<file path="src/rtl/conv_pkg.sv">
package conv_pkg;

    // image and window geometry
    localparam int IMG_ROWS    = 10;
    localparam int IMG_COLS    = 12;
    localparam int WIN_SIZE    = 3;
    localparam int KERNEL_TAPS = WIN_SIZE * WIN_SIZE;

    // valid window positions
    localparam int OUT_ROWS    = IMG_ROWS - WIN_SIZE + 1;
    localparam int OUT_COLS    = IMG_COLS - WIN_SIZE + 1;
    localparam int NUM_RESULTS = OUT_ROWS * OUT_COLS;

    localparam int PIXEL_WIDTH       = 4;
    localparam int RESULT_ADDR_WIDTH = 7;

    typedef logic [PIXEL_WIDTH-1:0] pixel_t;

    // row * OUT_COLS + col
    typedef logic [RESULT_ADDR_WIDTH-1:0] result_addr_t;

    // taps in row-major order, tap 0 at top left
    typedef struct packed {
        pixel_t [KERNEL_TAPS-1:0] taps;
        result_addr_t             addr;
        logic                     last;
    } window_t;

    // fixed source image, one line per row
    localparam pixel_t IMAGE [IMG_ROWS*IMG_COLS] = '{
        4'd3, 4'd7, 4'd2, 4'd9, 4'd0, 4'd5, 4'd1, 4'd8, 4'd4, 4'd6, 4'd3, 4'd2,
        4'd8, 4'd1, 4'd6, 4'd4, 4'd7, 4'd3, 4'd9, 4'd0, 4'd5, 4'd2, 4'd8, 4'd1,
        4'd4, 4'd9, 4'd0, 4'd2, 4'd6, 4'd8, 4'd3, 4'd5, 4'd7, 4'd1, 4'd4, 4'd9,
        4'd7, 4'd3, 4'd8, 4'd5, 4'd1, 4'd4, 4'd9, 4'd2, 4'd0, 4'd6, 4'd7, 4'd3,
        4'd2, 4'd6, 4'd4, 4'd0, 4'd8, 4'd7, 4'd5, 4'd3, 4'd1, 4'd9, 4'd2, 4'd4,
        4'd9, 4'd0, 4'd7, 4'd3, 4'd5, 4'd2, 4'd8, 4'd6, 4'd4, 4'd1, 4'd9, 4'd0,
        4'd5, 4'd8, 4'd1, 4'd6, 4'd4, 4'd9, 4'd2, 4'd7, 4'd3, 4'd0, 4'd5, 4'd8,
        4'd1, 4'd4, 4'd9, 4'd2, 4'd7, 4'd0, 4'd6, 4'd8, 4'd5, 4'd3, 4'd1, 4'd4,
        4'd6, 4'd2, 4'd5, 4'd8, 4'd3, 4'd1, 4'd7, 4'd4, 4'd9, 4'd0, 4'd6, 4'd2,
        4'd0, 4'd7, 4'd3, 4'd9, 4'd5, 4'd6, 4'd4, 4'd1, 4'd8, 4'd2, 4'd0, 4'd7
    };

endpackage

</file>
<file path="src/rtl/window_fetch.sv">
module window_fetch (
    input  logic              clk,
    input  logic              reset_n,
    input  logic              en,
    output logic              busy,
    output logic              start,
    output logic              win_valid,
    output conv_pkg::window_t win
);

    localparam int ROW_W = $clog2(conv_pkg::OUT_ROWS);
    localparam int COL_W = $clog2(conv_pkg::OUT_COLS);

    localparam logic [ROW_W-1:0] ROW_LAST = ROW_W'(conv_pkg::OUT_ROWS - 1);
    localparam logic [COL_W-1:0] COL_LAST = COL_W'(conv_pkg::OUT_COLS - 1);

    // top left corner of the current window
    logic [ROW_W-1:0] row_q;
    logic [COL_W-1:0] col_q;

    // set when a run ends, held until en goes low
    logic finished;

    logic launch;
    logic pos_last;

    assign launch    = en && !busy && !finished;
    assign pos_last  = (row_q == ROW_LAST) && (col_q == COL_LAST);
    assign win_valid = busy;

    // gather the 3x3 neighbourhood straight from the image
    always_comb begin
        int base;
        base = int'(row_q) * conv_pkg::IMG_COLS + int'(col_q);
        for (int r = 0; r < conv_pkg::WIN_SIZE; r++) begin
            for (int c = 0; c < conv_pkg::WIN_SIZE; c++) begin
                win.taps[r * conv_pkg::WIN_SIZE + c] =
                    conv_pkg::IMAGE[base + r * conv_pkg::IMG_COLS + c];
            end
        end
        win.addr = conv_pkg::result_addr_t'(int'(row_q) * conv_pkg::OUT_COLS + int'(col_q));
        win.last = pos_last;
    end

    always_ff @(posedge clk or negedge reset_n) begin
        if (!reset_n) begin
            busy     <= 1'b0;
            start    <= 1'b0;
            finished <= 1'b0;
            row_q    <= '0;
            col_q    <= '0;
        end else begin
            start    <= launch;
            // any low cycle on en rearms the next run
            finished <= en && (finished || (busy && pos_last));

            if (launch) begin
                busy  <= 1'b1;
                row_q <= '0;
                col_q <= '0;
            end else if (busy) begin
                if (pos_last) begin
                    busy  <= 1'b0;
                    row_q <= '0;
                    col_q <= '0;
                end else if (col_q == COL_LAST) begin
                    // wrap to the start of the next row
                    col_q <= '0;
                    row_q <= row_q + 1'b1;
                end else begin
                    col_q <= col_q + 1'b1;
                end
            end
        end
    end

endmodule

</file>
<file path="src/rtl/conv_mac.sv">
module conv_mac #(
    parameter int DATA_WIDTH = 9
) (
    input  logic                                              clk,
    input  logic                                              reset_n,
    input  logic [conv_pkg::KERNEL_TAPS-1:0][DATA_WIDTH-1:0] kernel,
    input  logic                                              win_valid,
    input  conv_pkg::window_t                                 win,
    output logic                                              sum_valid,
    output conv_pkg::result_addr_t                            sum_addr,
    output logic                                              sum_last,
    output logic [DATA_WIDTH-1:0]                             sum
);

    logic [DATA_WIDTH-1:0] prod      [conv_pkg::KERNEL_TAPS];
    logic [DATA_WIDTH-1:0] group_sum [conv_pkg::WIN_SIZE];
    logic [DATA_WIDTH-1:0] total;

    // nine products, all kept modulo 2^DATA_WIDTH
    always_comb begin
        for (int i = 0; i < conv_pkg::KERNEL_TAPS; i++) begin
            prod[i] = kernel[i] * DATA_WIDTH'(win.taps[i]);
        end
    end

    // one group per kernel row, then across the rows
    always_comb begin
        total = '0;
        for (int g = 0; g < conv_pkg::WIN_SIZE; g++) begin
            group_sum[g] = '0;
            for (int t = 0; t < conv_pkg::WIN_SIZE; t++) begin
                group_sum[g] = group_sum[g] + prod[g * conv_pkg::WIN_SIZE + t];
            end
            total = total + group_sum[g];
        end
    end

    always_ff @(posedge clk or negedge reset_n) begin
        if (!reset_n) begin
            sum_valid <= 1'b0;
        end else begin
            sum_valid <= win_valid;
        end
    end

    // result travels with its window's address and last mark
    always_ff @(posedge clk) begin
        if (win_valid) begin
            sum      <= total;
            sum_addr <= win.addr;
            sum_last <= win.last;
        end
    end

endmodule

</file>
<file path="src/rtl/result_store.sv">
module result_store #(
    parameter int DATA_WIDTH = 9
) (
    input  logic                   clk,
    input  logic                   reset_n,
    input  logic                   start,
    input  logic                   sum_valid,
    input  conv_pkg::result_addr_t sum_addr,
    input  logic                   sum_last,
    input  logic [DATA_WIDTH-1:0]  sum,
    input  conv_pkg::result_addr_t rd_addr,
    output logic [DATA_WIDTH-1:0]  rd_data,
    output logic                   done
);

    logic [DATA_WIDTH-1:0] mem [conv_pkg::NUM_RESULTS];
    logic                  done_q;

    always_ff @(posedge clk or negedge reset_n) begin
        if (!reset_n) begin
            for (int i = 0; i < conv_pkg::NUM_RESULTS; i++) begin
                mem[i] <= '0;
            end
        end else if (start) begin
            // a new run wipes the previous results
            for (int i = 0; i < conv_pkg::NUM_RESULTS; i++) begin
                mem[i] <= '0;
            end
        end else if (sum_valid) begin
            mem[sum_addr] <= sum;
        end
    end

    always_ff @(posedge clk or negedge reset_n) begin
        if (!reset_n) begin
            done_q <= 1'b0;
        end else if (start) begin
            done_q <= 1'b0;
        end else if (sum_valid && sum_last) begin
            done_q <= 1'b1;
        end
    end

    // old done hidden while the start strobe is up, so busy and done never overlap
    assign done = done_q && !start;

    // addresses past the last result read as zero
    always_comb begin
        if (int'(rd_addr) < conv_pkg::NUM_RESULTS) begin
            rd_data = mem[rd_addr];
        end else begin
            rd_data = '0;
        end
    end

endmodule

</file>
<file path="src/rtl/conv_top.sv">
module conv_top #(
    parameter int DATA_WIDTH = 9
) (
    input  logic                                              clk,
    input  logic                                              reset_n,
    input  logic                                              en,
    input  logic [conv_pkg::KERNEL_TAPS-1:0][DATA_WIDTH-1:0] kernel,
    input  conv_pkg::result_addr_t                            rd_addr,
    output logic [DATA_WIDTH-1:0]                             rd_data,
    output logic                                              busy,
    output logic                                              done
);

    // fetch to mac
    logic              start;
    logic              win_valid;
    conv_pkg::window_t win;

    // mac to store
    logic                   sum_valid;
    conv_pkg::result_addr_t sum_addr;
    logic                   sum_last;
    logic [DATA_WIDTH-1:0]  sum;

    window_fetch u_fetch (
        .clk       (clk),
        .reset_n   (reset_n),
        .en        (en),
        .busy      (busy),
        .start     (start),
        .win_valid (win_valid),
        .win       (win)
    );

    conv_mac #(
        .DATA_WIDTH (DATA_WIDTH)
    ) u_mac (
        .clk       (clk),
        .reset_n   (reset_n),
        .kernel    (kernel),
        .win_valid (win_valid),
        .win       (win),
        .sum_valid (sum_valid),
        .sum_addr  (sum_addr),
        .sum_last  (sum_last),
        .sum       (sum)
    );

    result_store #(
        .DATA_WIDTH (DATA_WIDTH)
    ) u_store (
        .clk       (clk),
        .reset_n   (reset_n),
        .start     (start),
        .sum_valid (sum_valid),
        .sum_addr  (sum_addr),
        .sum_last  (sum_last),
        .sum       (sum),
        .rd_addr   (rd_addr),
        .rd_data   (rd_data),
        .done      (done)
    );

endmodule

</file>
<file path="config.mk">
export PLATFORM = sky130hd
export DESIGN_NAME = conv_top
export DESIGN_NICKNAME = d
export VERILOG_FILES = /design/src/rtl/conv_pkg.sv /design/src/rtl/window_fetch.sv /design/src/rtl/conv_mac.sv /design/src/rtl/result_store.sv /design/src/rtl/conv_top.sv
export SDC_FILE = /design/constraint.sdc
export NUM_CORES = 2
export LEC_CHECK = 0
export BUFFER_PORTS_ARGS = -buffer_cell sky130_fd_sc_hd__buf_2
export CELL_PAD_IN_SITES_DETAIL_PLACEMENT = 0
export CELL_PAD_IN_SITES_GLOBAL_PLACEMENT = 1
export CORE_ASPECT_RATIO = 1.5
export CORE_MARGIN = 2
export CORE_UTILIZATION = 50
export CTS_CLUSTER_SIZE = 30
export DETAILED_ROUTE_END_ITERATION = 7
export GPL_ROUTABILITY_DRIVEN = 0
export GPL_TIMING_DRIVEN = 0
export PLACE_DENSITY = 0.86
export SKIP_LAST_GASP = 1
export SYNTH_ARGS = -nofsm -noshare
export SYNTH_HDL_FRONTEND = slang
export SYNTH_SLANG_ARGS = --single-unit
</file>
<file path="constraint.sdc">
create_clock -name clk -period 13.1 [get_ports clk]
set_clock_uncertainty 0.05 [all_clocks]
set_input_delay 0.655 -clock clk [delete_from_list [all_inputs] [get_ports clk]]
set_output_delay 0.655 -clock clk [all_outputs]
set_load 0.05 [all_outputs]
</file>
* After elaboration in Yosys (flattened, before gate mapping)
Memories as Yosys holds them, arrays and structs flattened. Cells that the tools add are included.
Word-level totals: flip-flop bits (word level) 749, bits in latches 0, memory bits (writable) 0, memory bits (read-only) 4608, input bits 91, output and inout port bits 11, logic and storage cells 213, memories kept 9
Memories:
- (no name shown) | depth 128, width 4, read ports 1, clocked after Yosys merged registers in 0, write ports 0, RTL line window_fetch.sv:38 | conv_pkg::IMAGE[base + r * conv_pkg::IMG_COLS + c];
- (no name shown) | depth 128, width 4, read ports 1, clocked after Yosys merged registers in 0, write ports 0, RTL line window_fetch.sv:38
- (no name shown) | depth 128, width 4, read ports 1, clocked after Yosys merged registers in 0, write ports 0, RTL line window_fetch.sv:38
- (no name shown) | depth 128, width 4, read ports 1, clocked after Yosys merged registers in 0, write ports 0, RTL line window_fetch.sv:38
- (no name shown) | depth 128, width 4, read ports 1, clocked after Yosys merged registers in 0, write ports 0, RTL line window_fetch.sv:38
- (no name shown) | depth 128, width 4, read ports 1, clocked after Yosys merged registers in 0, write ports 0, RTL line window_fetch.sv:38
- 3 more memories
Cells by class: $add $sub $neg 20, multiply operators 11, div/mod/pow operators 0, magnitude comparators 13, equality and inequality tests 2, shifts and indexed selects 0, mux-type cells 40, bitwise operators 11, reduce and logical (&&, ||, !) cells 17
Operators with widths (count):
- 720-bit two-way mux | 2
- 720-bit bitwise mux | 1
- 32-bit by 8-bit >= comparator with 1-bit output (second input constant) | 9
- 32-bit NOT | 9
- 32-bit by 2-bit adder with 32-bit output (second input constant) | 3
- 32-bit by 3-bit adder with 32-bit output (second input constant) | 3
- 4-bit two-way mux | 22
- 9-bit by 4-bit multiplier with 9-bit output | 9
- 9-bit adder | 8
- 9-bit binary-select mux with 7-bit select | 1
- 9-bit demux with 7-bit select | 1
- 9-bit two-way mux | 4
- 32-bit by 5-bit adder with 32-bit output | 1
- 32-bit by 5-bit adder with 32-bit output (second input constant) | 1
- 32-bit by 6-bit adder with 32-bit output (second input constant) | 1
- 8-bit >= comparator (second input constant) | 2
- 7-bit NOT with 8-bit output | 2
- 3-bit two-way mux | 4
- 1-bit logical AND | 8
- 8-bit by 1-bit less-than comparator with 1-bit output (second input constant) | 1
- 7-bit by 5-bit adder with 7-bit output | 1
- 7-bit less-than comparator (second input constant) | 1
- 3-bit by 3-bit multiplier with 6-bit output (second input constant) | 1
- 2-bit nonzero test | 3
- other kinds (10) | 16

* Longest topological paths before layout
depth in word-level cells 13, depth in mapped cells 47, gate-level depth less buffers 41

* By module
A second synthesis with hierarchy kept.
Second synthesis, totals: cell total of the unflattened synthesis 5683, area, all modules 51446.8 um^2
Modules (own cells, without submodules):
- result_store | instances 1, cells each 3670, area each 35680.5 um^2, seq. area each 18042.3 um^2
- window_fetch | instances 1, cells each 1231, area each 8100.3 um^2, seq. area each 250.2 um^2
- conv_mac | instances 1, cells each 782, area each 7666.1 um^2, seq. area each 535.5 um^2

* Worst setup path after synthesis
OpenSTA, ideal clock, no wires.
path kind reg2reg, start point reg u_fetch.row_q[1], end point reg u_mac.sum[8] (data pin), library setup time 0.269 ns, data arrival time 11.099 ns, required time 12.781 ns, setup slack 1.682 ns, stages on the path, launching flop included 41, buffers on the path 6, period minus slack after synthesis 11.418 ns, cells stage by stage dfrtp_1 > ha_1 > inv_1 > fa_1 > buf_2 > inv_1 > clkbuf_1 > buf_1 > ha_1 > buf_1 > xnor2_1 > clkbuf_1 > clkbuf_1 > o21ai_0 > a2111oi_0 > a311oi_1 > a31oi_1 > nand2_1 > [... 5 more ...] > fa_1 > fa_1 > fa_1 > inv_1 > fa_1 > inv_1 > ha_1 > a21o_1 > a21oi_1 > o21bai_1 > a21oi_1 > xnor2_1 > xnor2_1 > xnor2_1 > xnor2_1 > xnor2_1 > xnor3_1 > xor3_1
Between the ends: longest elaborated chain between the ends 13, elaborated cells between the ends (all ways) 63, those cells by class 17 x add/sub; 10 x mul; 18 x mux; 9 x bitwise; 9 x memory
Ends and longest elaborated chain:
- start, declared | RTL line window_fetch.sv:18 | logic [ROW_W-1:0] row_q;
- start signal, assigned | RTL line window_fetch.sv:69 | row_q <= row_q + 1'b1;
- 3-bit by 2-bit multiplier with 5-bit output (*) | RTL line window_fetch.sv:34 | base = int'(row_q) * conv_pkg::IMG_COLS + int'(col_q);
- 32-bit by 5-bit adder with 32-bit output (*) | RTL line window_fetch.sv:34
- 32-bit by 5-bit adder with 32-bit output | RTL line window_fetch.sv:38
- 32-bit by 2-bit adder with 32-bit output | RTL line window_fetch.sv:38
- 32-bit NOT (implied by the code) | RTL line window_fetch.sv:38
- memory read 128 x 4 bit
- 4-bit two-way mux (implied by the code) (2 in series) | RTL line window_fetch.sv:38
- 9-bit by 4-bit multiplier with 9-bit output | RTL line conv_mac.sv:22 | prod[i] = kernel[i] * DATA_WIDTH'(win.taps[i]);
- 9-bit adder (2 in series) | RTL line conv_mac.sv:32 | group_sum[g] = group_sum[g] + prod[g * conv_pkg::WIN_SIZE + t];
- 9-bit adder | RTL line conv_mac.sv:34 | total = total + group_sum[g];
- 9-bit adder (*) | RTL line conv_mac.sv:34
- via u_mac.total[8] | RTL line conv_mac.sv:17 | logic [DATA_WIDTH-1:0] total;
- end signal, assigned | RTL line conv_mac.sv:49 | sum <= total;
- end, declared | RTL line conv_mac.sv:12 | output logic [DATA_WIDTH-1:0] sum
The timed path passes the listed nets; every way through them passes the cells marked *. The select of a mux whose other input is x is not followed. A chain may end at the register's enable or synchronous reset.

* Worst setup path in the final report
start point reg u_fetch.col_q[0], end point reg u_mac.sum[8] (data pin)
Between the ends: longest elaborated chain between the ends 12, elaborated cells between the ends (all ways) 62, those cells by class 17 x add/sub; 9 x mul; 18 x mux; 9 x bitwise; 9 x memory
Ends and longest elaborated chain:
- start, declared | RTL line window_fetch.sv:19 | logic [COL_W-1:0] col_q;
- start signal, assigned | RTL line window_fetch.sv:71 | col_q <= col_q + 1'b1;
- 32-bit by 5-bit adder with 32-bit output (*) | RTL line window_fetch.sv:34
- 32-bit by 5-bit adder with 32-bit output | RTL line window_fetch.sv:38
- 32-bit by 2-bit adder with 32-bit output | RTL line window_fetch.sv:38
- 32-bit NOT (implied by the code) | RTL line window_fetch.sv:38
- memory read 128 x 4 bit
- 4-bit two-way mux (implied by the code) (2 in series) | RTL line window_fetch.sv:38
- 9-bit by 4-bit multiplier with 9-bit output | RTL line conv_mac.sv:22
- 9-bit adder (2 in series) | RTL line conv_mac.sv:32
- 9-bit adder | RTL line conv_mac.sv:34
- 9-bit adder (*) | RTL line conv_mac.sv:34
- via u_mac.total[8] | RTL line conv_mac.sv:17
Marked as above.

==> flow_summary.ini <==
[worst_setup_path]
cp-startpoint = u_fetch.col_q[0]
path_buf_inv = 12
r2r_start = u_fetch.col_q[0]
crit_fanout = 17
cp-end-kind = flip-flop
critPathLaunchType = flip-flop
cp.depth = 40
rr_worst_depth = 40
critPathSlowestCell = dfrtp_2
cp.arrival_ps = 13190
path_common_cell = fa_1
r2r-end = u_mac.sum[8]
cpPeakStageDelay_ps = 590
ff2ff_setup_slack_ps = 220
critPathCapture = u_mac.sum[8]
path_delay_family = adder cells
critical_path_class = reg -> reg
cp_data_required_time_ps = 13400

[routing]
drt_wl_total_um = 214000
dr.pass1.iters = 6
post-route-drc-count = 0
ant_nets = 0
wl_per_cell_um = 29.4
vias_per_cell = 6.66
vias = 48400
drtIter0Drc = 6101

[cts]
cts.path.max_buffers = 3
path_clk_slew_ps = 70
cts-htree-levels = 3
root_buffer = clkbuf_16
cts_buffers = 69
worstSkewPairLatency_ps = 640
cts.sinks = 749
cts_tree = yes

[timing]
holdWs_ps = -3.12
layout_worst_path_cycle_share_pct = 98.3
slew_violations = 12
max_clock_freq_mhz = 77.6
setup_viol = 0
period_minus_slack_ps = 12880
max_slew.worst_pin.slew_ps = 1570
hold_viol = 4
relSlewSlack_pct = -4.71

[global_routing]
grt_usage_pct = 40.6
grt_pass1_vias = 48500
grt_remaining_overflow = 0
grt_max_degree = 119
antenna_found_initial = 14
grt_pass1_wl_um = 316000

[job]
cap_violations = 1

[floorplan]
die_x_um = 266
pin_count = 102
die_h_um = 397
dieArea_sq_mm = 0.106
core_sq_mm = 0.103
rows = 144
start_util_pct = 50.3

[status]
outcome = finished with violations
violations = negative hold slack, max-capacitance violations, max-slew violations

[synth]
yosysUniqueCellTypes = 84
synth_area_sq_mm = 0.0516
yosys_warnings = 0
netlist_instances = 5692
ys.flop_type = dfrtp_1
synth_seq_cells = 749
syn_area_per_cell_sq_um = 9.06
async_reset_ff_share_pct = 97.7
synth_edf_count = 17
syn_nets = 6063
yosysSeqAreaShare_pct = 36.5

[cells_and_area]
fillers = 9312
final_core_util_pct = 55.5
drive_gt1_share_pct = 11.2
fin_nets = 6261
areaGrowthSynthToFinish_pct = 10.3

[placed_design]
portBuffers = 95
dp_hpwl_um = 156000

[hold_path]
hold_path.class = in -> async
-- synthesized netlist by cell type, drive strengths merged (5+ instances only) --
| cell | count | area, sq um |
|---|---|---|
| nand2 | 1204 | 4520 |
| a21oi | 794 | 3970 |
| dfrtp | 732 | 18300 |
| nand3 | 596 | 2980 |
| clkbuf | 407 | 1530 |
| mux4 | 256 | 5770 |
| inv | 234 | 878 |
| fa | 193 | 3860 |
| nor2 | 168 | 636 |
| o21ai | 140 | 701 |
| mux2i | 119 | 1210 |
| and2 | 108 | 676 |
| buf | 99 | 420 |
| ha | 87 | 1090 |
| xnor2 | 77 | 701 |
| o211ai | 44 | 330 |
| a211oi | 43 | 323 |
| nor3 | 40 | 200 |
| a31oi | 28 | 175 |
| nor2b | 26 | 163 |
| nand2b | 21 | 131 |
| o22ai | 18 | 113 |
| edfxtp | 17 | 510 |
| mux2 | 17 | 191 |
| xnor3 | 17 | 383 |
| xor2 | 15 | 161 |
| a21boi | 13 | 97.6 |
| a21o | 12 | 90.1 |
| o21a | 12 | 90.1 |
| o221ai | 10 | 87.6 |
| o311ai | 10 | 103 |
| a311oi | 9 | 78.8 |
| o31ai | 9 | 67.6 |
| a211o | 8 | 70.1 |
| a22oi | 8 | 60.1 |
| a32oi | 7 | 61.3 |
| nor4 | 7 | 43.8 |
| nand4 | 6 | 37.5 |
| o31a | 6 | 52.6 |
| or3 | 6 | 42.5 |
| a221oi | 5 | 43.8 |
| and3 | 5 | 31.3 |
| o211a | 5 | 50.1 |
| or2 | 5 | 31.3 |
-- routing by layer --
layer / vias up / wire length, um / track usage (%)
li1: 20200 / - / -
met1: 23500 / 67000 / 43.6
met2: 3456 / 96800 / 63.1
met3: 1229 / 21500 / 10.4
met4: 10 / 28200 / 42.9
met5: - / 92 / 0
-- worst reg2reg max path, delay by kind of cell, from the launching register on --
| kind | cells | cell delay (ps) |
|---|---|---|
| flip-flops | 1 | 590 |
| multiplexers | 1 | 350 |
| AO/OA/AOI/OAI | 8 | 1330 |
| XOR/XNOR | 7 | 1800 |
| buffers and inverters | 12 | 3520 |
| adder cells (fa/ha/maj) | 10 | 4740 |
| AND/OR/NAND/NOR | 2 | 230 |
-- sequential cells by signal, indices dropped and copies added, names as in the netlist, 3 cells and up --
name / count
u_store.mem: 720
u_mac.sum: 9
u_mac.sum_addr: 7
u_fetch.col_q: 4
u_fetch.row_q: 3
-- cells by family (layout without fill, tap and decap cells) --
group | after synthesis | after routing | share of synthesized area (%)
buffers and inverters | 742 | 993 | 5.49
AOI/OAI and AO/OA | 1215 | 1215 | 13.4
muxes | 392 | 392 | 13.9
DFF | 749 | 749 | 36.5
xor gates and xnor gates | 112 | 112 | 2.55
other | 0 | 11 | 0
and+or+nand+nor | 2202 | 2202 | 18.6
adders and majority gates | 280 | 280 | 9.60
-- through the flow --
stage                     instances  setup TNS [ps]  hold WS, ps  setup slack [ps]  area (sq um)
after floorplan                5692               0          309              1680         51600
after global placement         7101        -3247930          446             -4600         53700
after detailed placement       7117           -3250          459             -2330         54000
after CTS                      7243               0         8.18              21.9         56500
after global routing           7258           -28.9         49.7             -28.9         56900
final                          7268               0        -3.12               219         56900
-- cell type report --
class	count	area [sq um]	share of cell area, %
diodes	11	27.5	0.0484
plain buffers	503	2000	3.52
clock buffers	99	2000	3.52
clock inverters	25	245	0.431
inverters	236	891	1.57
multi-input cells	4201	30300	53.2
flip-flops and latches	749	18800	33.1
well taps	1314	1640	2.89
repair buffers	130	971	1.71
-- cells in the final DEF, fill, tap and decap left out, drive strengths merged, types with 44 or more instances in the layout --
cell    Yosys  routed
mux2i     119     119
fa        193     193
clkbuf    407     512
and2      108     108
inv       234     235
ha         87      87
mux4      256     256
o21ai     140     140
o211ai     44      44
nor2      168     168
nand3     596     596
xnor2      77      77
dfrtp     732     732
buf        99     220
a21oi     794     794
nand2    1204    1204
-- how the worst min path moves through the flow --
stage / start / to / cells after the start
2_1_floorplan: reset_n / u_fetch.busy / 0
3_3_place_gp: u_store.mem[175] / u_store.mem[175] / 2
3_5_place_dp: u_store.mem[175] / u_store.mem[175] / 2
4_1_cts: reset_n / u_store.mem[131] / 1
5_1_grt: reset_n / u_store.mem[129] / 1
6_report: reset_n / u_store.mem[128] / 1
-- what timing repair did --
item	in CTS	in global routing
setup endpoints to repair	5	1
hold buffers	0	0
buffers inserted	4	13
cloned	0	0
resized for setup	46	76
pin swaps	2	3
Power is left out: the tool's default activity adds up to more than one toggle a clock period on the data nets, which glitch-free logic cannot reach.
